==> src/include/chip_config.svh <==
/*
  Sizes and constants of the pad wrapper.
  RT_CLK_DIV must be even. CDC_SYNC_STAGES should stay at 2 or more.
*/
`ifndef CHIP_CONFIG_SVH
`define CHIP_CONFIG_SVH

//////////////////////////////
// pad bank
//////////////////////////////

`define NUM_MUXED_PADS 8

//////////////////////////////
// configuration bus
//////////////////////////////

`define CFG_ADDR_W 8
`define CFG_DATA_W 32

// flops on req before the fsm sees it
`define CDC_SYNC_STAGES 2

//////////////////////////////
// real-time clock
//////////////////////////////

// output period in reference cycles
`define RT_CLK_DIV 10

`endif

==> src/verilog/cfg_pkg.sv <==
/*
  Configuration bus types and the state type of the req/ack crossing.
*/
`include "chip_config.svh"

package cfg_pkg;

  typedef enum logic {
    OP_READ  = 1'b0,
    OP_WRITE = 1'b1
  } cfg_op_e;

  typedef struct packed {
    cfg_op_e                op;
    logic [`CFG_ADDR_W-1:0] addr;
    logic [`CFG_DATA_W-1:0] wdata;
  } cfg_req_t;

  typedef struct packed {
    logic [`CFG_DATA_W-1:0] rdata;
    logic                   error;
  } cfg_rsp_t;

  // destination side of the four-phase handshake
  typedef enum logic [1:0] {
    IDLE     = 2'd0,
    ACCESS   = 2'd1,
    ACK_HIGH = 2'd2
  } cdc_state_e;

endpackage

==> src/verilog/pad_pkg.sv <==
/*
  Types of the muxed pad bank.
  Vector widths follow NUM_MUXED_PADS; bit k of every vector belongs to pad k.
*/
`include "chip_config.svh"

package pad_pkg;

  // function of one pad, as stored in its select register
  typedef enum logic [1:0] {
    FUNC_OFF  = 2'd0,
    FUNC_GPIO = 2'd1,
    FUNC_UART = 2'd2,
    FUNC_SPI  = 2'd3
  } pad_func_e;

  // function outputs from the SoC
  typedef struct packed {
    logic [`NUM_MUXED_PADS-1:0] gpio_out;
    logic [`NUM_MUXED_PADS-1:0] gpio_oe;
    logic                       uart_tx;
    logic                       spi_sck;
    logic                       spi_csb;
    logic                       spi_mosi;
  } soc2pad_t;

  // function inputs to the SoC
  typedef struct packed {
    logic [`NUM_MUXED_PADS-1:0] gpio_in;
    logic                       uart_rx;
    logic                       spi_miso;
  } pad2soc_t;

  // what goes to the pad cells
  typedef struct packed {
    logic [`NUM_MUXED_PADS-1:0] pad_out;
    logic [`NUM_MUXED_PADS-1:0] pad_oe;
  } pad_out_t;

endpackage

==> src/verilog/chip_wrap.sv <==
/*
  Pad-side wrapper, everything in the ref_clk_i domain with synchronous reset_i.
  Pads are split into in, out and output-enable vectors; no inout.
  A select write reaches the pads in the cycle cfg_ack_o rises.
*/
`timescale 1ns/1ps
`include "chip_config.svh"

module chip_wrap (
  input  logic                       ref_clk_i,
  input  logic                       reset_i,
  input  logic                       cfg_req_i,
  input  cfg_pkg::cfg_req_t          cfg_data_i,
  output logic                       cfg_ack_o,
  output cfg_pkg::cfg_rsp_t          cfg_rsp_o,
  input  pad_pkg::soc2pad_t          soc2pad_i,
  output pad_pkg::pad2soc_t          pad2soc_o,
  input  logic [`NUM_MUXED_PADS-1:0] pad_i,
  output pad_pkg::pad_out_t          pad_o,
  output logic                       rt_clk_o
);

  import cfg_pkg::*;
  import pad_pkg::*;

  logic      access_valid;
  cfg_req_t  access_req;
  cfg_rsp_t  access_rsp;
  pad_func_e pad_func [`NUM_MUXED_PADS];

  rt_clk_div u_rt_clk_div (
    .clk_i    ( ref_clk_i ),
    .reset_i  ( reset_i   ),
    .rt_clk_o ( rt_clk_o  )
  );

  //////////////////////////////
  // configuration path
  //////////////////////////////

  reg_cdc_dst u_reg_cdc_dst (
    .clk_i          ( ref_clk_i    ),
    .reset_i        ( reset_i      ),
    .async_req_i    ( cfg_req_i    ),
    .async_data_i   ( cfg_data_i   ),
    .async_ack_o    ( cfg_ack_o    ),
    .async_rsp_o    ( cfg_rsp_o    ),
    .access_valid_o ( access_valid ),
    .access_req_o   ( access_req   ),
    .access_rsp_i   ( access_rsp   )
  );

  pad_mux_cfg u_pad_mux_cfg (
    .clk_i          ( ref_clk_i    ),
    .reset_i        ( reset_i      ),
    .access_valid_i ( access_valid ),
    .access_req_i   ( access_req   ),
    .access_rsp_o   ( access_rsp   ),
    .pad_func_o     ( pad_func     )
  );

  pad_mux u_pad_mux (
    .pad_func_i ( pad_func  ),
    .soc2pad_i  ( soc2pad_i ),
    .pad2soc_o  ( pad2soc_o ),
    .pad_i      ( pad_i     ),
    .pad_o      ( pad_o     )
  );

endmodule

==> src/verilog/pad_mux.sv <==
/*
  Combinational routing between SoC functions and the muxed pads.
  SPI role of a pad is fixed by its index mod 4 (sck, csb, mosi, miso).
  uart_rx and spi_miso come from the lowest-index pad with that function.
*/
`timescale 1ns/1ps
`include "chip_config.svh"

module pad_mux (
  input  pad_pkg::pad_func_e          pad_func_i [`NUM_MUXED_PADS],
  input  pad_pkg::soc2pad_t           soc2pad_i,
  output pad_pkg::pad2soc_t           pad2soc_o,
  input  logic [`NUM_MUXED_PADS-1:0]  pad_i,
  output pad_pkg::pad_out_t           pad_o
);

  import pad_pkg::*;

  // walk down so the lowest matching pad is assigned last and wins
  always_comb begin
    pad_o             = '0;
    pad2soc_o         = '0;
    pad2soc_o.uart_rx = 1'b1;
    for (int k = `NUM_MUXED_PADS - 1; k >= 0; k--) begin
      case (pad_func_i[k])
        FUNC_GPIO: begin
          pad_o.pad_out[k]     = soc2pad_i.gpio_out[k];
          pad_o.pad_oe[k]      = soc2pad_i.gpio_oe[k];
          pad2soc_o.gpio_in[k] = pad_i[k];
        end
        FUNC_UART: begin
          pad_o.pad_out[k]  = soc2pad_i.uart_tx;
          pad_o.pad_oe[k]   = 1'b1;
          pad2soc_o.uart_rx = pad_i[k];
        end
        FUNC_SPI: begin
          case (k % 4)
            0: begin
              pad_o.pad_out[k] = soc2pad_i.spi_sck;
              pad_o.pad_oe[k]  = 1'b1;
            end
            1: begin
              pad_o.pad_out[k] = soc2pad_i.spi_csb;
              pad_o.pad_oe[k]  = 1'b1;
            end
            2: begin
              pad_o.pad_out[k] = soc2pad_i.spi_mosi;
              pad_o.pad_oe[k]  = 1'b1;
            end
            default: begin
              // input only, oe stays low
              pad2soc_o.spi_miso = pad_i[k];
            end
          endcase
        end
        default: begin
          pad_o.pad_out[k] = 1'b0;
          pad_o.pad_oe[k]  = 1'b0;
        end
      endcase
    end
  end

endmodule

==> src/verilog/pad_mux_cfg.sv <==
/*
  Function select registers of the muxed pads, one per pad at address k.
  Data bits [1:0] hold the function, upper bits read zero.
  Addresses at or above NUM_MUXED_PADS answer with error and ignore writes.
*/
`timescale 1ns/1ps
`include "chip_config.svh"

module pad_mux_cfg (
  input  logic                clk_i,
  input  logic                reset_i,
  input  logic                access_valid_i,
  input  cfg_pkg::cfg_req_t   access_req_i,
  output cfg_pkg::cfg_rsp_t   access_rsp_o,
  output pad_pkg::pad_func_e  pad_func_o [`NUM_MUXED_PADS]
);

  import cfg_pkg::*;
  import pad_pkg::*;

  localparam int unsigned sel_w = $clog2(`NUM_MUXED_PADS);

  pad_func_e        pad_func_q [`NUM_MUXED_PADS];
  logic             addr_hit;
  logic [sel_w-1:0] sel;
  logic             wr_en;

  //////////////////////////////
  // address decode
  //////////////////////////////

  assign addr_hit = access_req_i.addr < `CFG_ADDR_W'(`NUM_MUXED_PADS);
  assign sel      = access_req_i.addr[sel_w-1:0];
  assign wr_en    = access_valid_i && (access_req_i.op == OP_WRITE) && addr_hit;

  // everything off out of reset
  always_ff @(posedge clk_i) begin
    if (reset_i) begin
      for (int k = 0; k < `NUM_MUXED_PADS; k++) begin
        pad_func_q[k] <= FUNC_OFF;
      end
    end else if (wr_en) begin
      pad_func_q[sel] <= pad_func_e'(access_req_i.wdata[1:0]);
    end
  end

  //////////////////////////////
  // read data and error
  //////////////////////////////

  always_comb begin
    access_rsp_o = '0;
    if (addr_hit) begin
      access_rsp_o.rdata[1:0] = pad_func_q[sel];
    end else begin
      access_rsp_o.error = 1'b1;
    end
  end

  assign pad_func_o = pad_func_q;

endmodule

==> src/verilog/reg_cdc_dst.sv <==
/*
  Destination half of a four-phase req/ack crossing, one register access per handshake.
  The source holds async_data_i from req rise to ack rise and raises req only while ack
  is low. Response is valid while async_ack_o is high.
*/
`timescale 1ns/1ps
`include "chip_config.svh"

module reg_cdc_dst (
  input  logic              clk_i,
  input  logic              reset_i,
  input  logic              async_req_i,
  input  cfg_pkg::cfg_req_t async_data_i,
  output logic              async_ack_o,
  output cfg_pkg::cfg_rsp_t async_rsp_o,
  output logic              access_valid_o,
  output cfg_pkg::cfg_req_t access_req_o,
  input  cfg_pkg::cfg_rsp_t access_rsp_i
);

  import cfg_pkg::*;

  logic [`CDC_SYNC_STAGES-1:0] req_sync_q;
  logic                        req_seen;
  cdc_state_e                  state_q;
  cfg_req_t                    req_q;
  cfg_rsp_t                    rsp_q;
  logic                        ack_q;

  //////////////////////////////
  // req synchronizer
  //////////////////////////////

  always_ff @(posedge clk_i) begin
    if (reset_i) begin
      req_sync_q <= '0;
    end else begin
      req_sync_q[0] <= async_req_i;
      for (int i = 1; i < `CDC_SYNC_STAGES; i++) begin
        req_sync_q[i] <= req_sync_q[i-1];
      end
    end
  end

  assign req_seen = req_sync_q[`CDC_SYNC_STAGES-1];

  //////////////////////////////
  // handshake fsm
  //////////////////////////////

  always_ff @(posedge clk_i) begin
    if (reset_i) begin
      state_q <= IDLE;
      ack_q   <= 1'b0;
      rsp_q   <= '0;
    end else begin
      case (state_q)
        IDLE: begin
          if (req_seen) begin
            state_q <= ACCESS;
          end
        end
        ACCESS: begin
          rsp_q   <= access_rsp_i;
          ack_q   <= 1'b1;
          state_q <= ACK_HIGH;
        end
        ACK_HIGH: begin
          // wait for the source to release req
          if (!req_seen) begin
            ack_q   <= 1'b0;
            state_q <= IDLE;
          end
        end
        default: state_q <= IDLE;
      endcase
    end
  end

  // data is stable by the time req has passed the synchronizer
  always_ff @(posedge clk_i) begin
    if (state_q == IDLE && req_seen) begin
      req_q <= async_data_i;
    end
  end

  assign access_valid_o = (state_q == ACCESS);
  assign access_req_o   = req_q;
  assign async_ack_o    = ack_q;
  assign async_rsp_o    = rsp_q;

  a_ack_needs_req: assert property (
    @(posedge clk_i) disable iff (reset_i)
    $rose(ack_q) |-> req_seen
  ) else $error("ack rose while synchronized req was low");

  a_single_access: assert property (
    @(posedge clk_i) disable iff (reset_i)
    access_valid_o |=> !access_valid_o
  ) else $error("access strobe longer than one cycle");

endmodule

==> src/verilog/rt_clk_div.sv <==
/*
  Static divider for the real-time clock.
  Output is a flop, low out of reset, period RT_CLK_DIV input cycles, 50% duty.
*/
`timescale 1ns/1ps
`include "chip_config.svh"

module rt_clk_div (
  input  logic clk_i,
  input  logic reset_i,
  output logic rt_clk_o
);

  localparam int unsigned half_div = `RT_CLK_DIV / 2;
  localparam int unsigned cnt_w    = $clog2(half_div + 1);

  logic [cnt_w-1:0] cnt_q;
  logic             rt_clk_q;

  // toggle once per half period
  always_ff @(posedge clk_i) begin
    if (reset_i) begin
      cnt_q    <= '0;
      rt_clk_q <= 1'b0;
    end else if (cnt_q == cnt_w'(half_div - 1)) begin
      cnt_q    <= '0;
      rt_clk_q <= ~rt_clk_q;
    end else begin
      cnt_q <= cnt_q + 1'b1;
    end
  end

  assign rt_clk_o = rt_clk_q;

  a_cnt_in_range: assert property (
    @(posedge clk_i) disable iff (reset_i)
    cnt_q <= cnt_w'(half_div - 1)
  ) else $error("rt_clk_div counter past its wrap value");

endmodule
==> config.mk <==
export PLATFORM = sky130hd
export DESIGN_NAME = chip_wrap
export DESIGN_NICKNAME = d
export VERILOG_FILES = /design/src/verilog/cfg_pkg.sv /design/src/verilog/pad_pkg.sv /design/src/verilog/chip_wrap.sv /design/src/verilog/pad_mux.sv /design/src/verilog/pad_mux_cfg.sv /design/src/verilog/reg_cdc_dst.sv /design/src/verilog/rt_clk_div.sv
export VERILOG_INCLUDE_DIRS = /design/src /design/src/include
export SDC_FILE = /design/constraint.sdc
export NUM_CORES = 1
export LEC_CHECK = 0
export ABC_CLOCK_PERIOD_IN_PS = 9500
export BUFFER_PORTS_ARGS = -buffer_cell sky130_fd_sc_hd__buf_2
export CAP_MARGIN = 30
export CORE_MARGIN = 2
export CORE_UTILIZATION = 30
export CTS_BUF_LIST = sky130_fd_sc_hd__clkbuf_8
export DETAILED_ROUTE_END_ITERATION = 10
export HOLD_SLACK_MARGIN = 0.1
export PLACE_DENSITY = 0.59
export SYNTH_ARGS = -nofsm -noshare
export SYNTH_HDL_FRONTEND = slang
export SYNTH_HIERARCHICAL = 1
export SYNTH_SLANG_ARGS = --single-unit
==> constraint.sdc <==
create_clock -name ref_clk_i -period 9.5 [get_ports ref_clk_i]
set_clock_uncertainty 0.05 [all_clocks]
set_input_delay 1.9 -clock ref_clk_i [delete_from_list [all_inputs] [get_ports ref_clk_i]]
set_output_delay 1.9 -clock ref_clk_i [all_outputs]
set_load 0.05 [all_outputs]
==> run summary <==
The run finished with clean final reports. The power share of the combinational group is 7.7%. The fraction of power consumed by sequential logic is ~48%.

For this design the static power due to leakage is 1.97 nW. Internal power comes to 494 uW. Using the TritonRoute via totals, the vias-per-cell ratio works out to around 4.4. For the worst setup path, the data arrival time is 3.14 ns. The total of cells resized after clock tree synthesis came out at 0. The number of levels the H-tree was split into came out at 3. The worst ir drop on vdd came out at 0.0000799 V. The clock-pin slew on the worst setup and hold paths is roughly 0.07 ns. Setup repair after global routing left no endpoint under its margin. STA classifies the critical path startpoint as an input pin. Of the total power, the share spent switching nets is 23.0%.

After detailed routing, the average wire length per cell comes to between 10 and 15 um. The clock tree from TritonCTS is done. The maximum number of buffers from clock root to sink is 2. After floorplanning, the core was sized to cover 12000 um2.

The total negative setup slack came out at 0 ns. The routed wire length came out at 8010 um. The part of the power in the clock network is between 40 and 50%. Averaged over all synthesized cells, the footprint is 9.55 um2. In this run the remaining antenna-violating nets after routing total 0. The global-route usage over all layers came out at about an eighth. Timing would allow up to 0.197 GHz.

At the worst endpoint, the required time is 7.55 ns. The worst slew margin relative to its limit is between 40% and 50%. The initial utilization of the core area, before any placement, comes to 30.7%. The aggregate global routing overflow came out at 0. The port buffer count is 102. The minimum clock period is roughly 5 ns. The clock sink count is 69. The transition at the pin with the smallest max-transition slack came out at 0.757 ns. The number of warnings printed during yosys synthesis is 6. The I/O pin total is approximately 130. The signal on the critical path passes through buf_2, or3b_1, mux2_2, o221ai_2, a21oi_1, buf_2. The max-slew violation count came to 0.

The root buffer cell chosen for the clock tree is sky130_fd_sc_hd__clkbuf_8. The final-report setup violation count came out at 0. The top fanout value on the critical path came out at 2. The path class of the tightest hold or removal check is reg2reg. The half-perimeter wire length of the detailed placement result is 5750 um. The power per standard cell area is ~150 nW/um2. The cell with the largest stage delay on the worst path is sky130_fd_sc_hd__or3b_1. Among the stages of the critical path, the cell type that occurs most often is sky130_fd_sc_hd__buf_2.

The post-route DRC violation count is 0. The via count of the routed design is 2812. The worst-skew pair later-pin latency is 0.34 ns.

Hold repair after CTS inserted 0 buffers. For this run, the number of standard cells in the final layout without fillers is 633. STA classifies the critical path endpoint as an output pin. The final-report hold violation count came to 0. The largest stage delay on the critical path came out at approximately 0.33 ns.

The fraction of final layout cells sized beyond drive strength 1 came out at 36.5%. The number of antenna violations at the first check in global routing came out at 2. The first-pass GRT wire length is 12800 um. In the synthesized netlist, the number of instances is 384. The number of global-route vias before repair is 2693. The critical path is of the in2out type.

The total net switching power is between 100 and 150 uW. The weighted congestion reported at the end of routability-driven placement is 0.807. The maximum number of pins on one net before global-route repair is 62. The total instance count after detailed placement came out at 616. Leaving out fill and tap cells, the most frequent cell in the layout is sky130_fd_sc_hd__buf_2. Summing every instance area after synthesis gives between 3000 and 4000 um2. Along the worst hold path, the cell count comes to 1. Across the run, the number of max-cap violations was 0. In this run the horizontal extent of the chip is between 100 and 150 um.

The initial detailed-routing violation count is 59. The height of the die is 115 um. The relative area change from synthesis to final layout is 18.3%. The number of cells on the worst reg-to-reg path came out at 5. The number of detailed-routing iterations run before antenna repair came out at 4. The floorplan has 40 rows. The layout net count is 560. The post-route clock period utilization came out at 53.6%. The number of buffers inserted during clock tree synthesis is 9. The area enclosed by the die boundary is 13100 um2.

The post-CTS setup repair buffer count came out at 0. The number of fill cells in the layout is 1244. In the layout the commonest cells are sky130_fd_sc_hd__buf_2, sky130_fd_sc_hd__nand2_1, sky130_fd_sc_hd__dfxtp_1, sky130_fd_sc_hd__conb_1, sky130_fd_sc_hd__a21oi_2.
-- per-layer routing --
metal | track usage [%] | vias to the layer above | wire, um
li1 | - | 1435 | -
met4 | 4.15 | 2 | 32
met5 | 0 | - | 13
met1 | 14.3 | 1271 | 3580
met3 | 4.55 | 6 | 642
met2 | 21.4 | 98 | 3750
-- layout make-up --
cell class | count | area [um2] | area share, %
inverter | 12 | 52.6 | 1.21
tap | 147 | 184 | 4.24
antenna | 1 | 2.50 | 0.0577
clock inverter | 7 | 113 | 2.60
sequential | 69 | 1490 | 34.4
multi-input combinational | 283 | 1840 | 42.4
clock buffer | 9 | 124 | 2.85
timing repair buffer | 105 | 533 | 12.3
-- state kept, by name (all words and copies together) (netlist names) --
name and cells:
u_reg_cdc_dst/async_rsp_o 33, u_pad_mux_cfg/pad_func_o 16, u_reg_cdc_dst/access_req_o 11, u_rt_clk_div/cnt_q 3
u_reg_cdc_dst/req_sync_q 2, u_reg_cdc_dst/state_q 2, u_reg_cdc_dst/async_ack_o 1, u_rt_clk_div/rt_clk_o 1
-- critical path: cells and delay by family --
| kind | cells | cell delay (ns) |
|---|---|---|
| buffers and inverters | 2 | 0.33 |
| muxes | 1 | 0.27 |
| AOI/OAI and AO/OA | 2 | 0.30 |
| and+or+nand+nor | 1 | 0.33 |
-- worst paths after layout --
check | end | start | slack (ns)
worst max register to register | u_pad_mux_cfg/pad_func_o[8] | u_reg_cdc_dst/state_q[1] | 7.77
worst min register to register | u_reg_cdc_dst/req_sync_q[1] | u_reg_cdc_dst/req_sync_q[0] | 0.39
worst max-delay path | pad2soc_o[1] | pad_i[5] | 4.41
worst min-delay path | u_reg_cdc_dst/req_sync_q[1] | u_reg_cdc_dst/req_sync_q[0] | 0.39
-- metrics by stage --
stage	area, um2	total power [mW]	setup WS (ns)	hold slack [ns]	util, %
2_1_floorplan	3780	0.358	4.47	0.364	-
3_3_place_gp	4100	0.362	4.43	0.368	34.3
3_5_place_dp	4100	0.364	4.42	0.381	34.3
4_1_cts	4340	0.654	4.42	0.395	36.3
5_1_grt	4340	0.671	4.39	0.411	36.3
6_report	4340	0.642	4.41	0.393	36.3
-- power by group through the flow --
stage	clock network (mW)	logic (mW)	registers, mW
detailed placement	0	0.0498	0.314
global placement	0	0.0487	0.314
floorplan	0	0.0336	0.324
global route	0.309	0.0543	0.308
CTS	0.297	0.0498	0.307
finish	0.285	0.0495	0.307
Note: power is estimated with default switching activity, not from simulation.
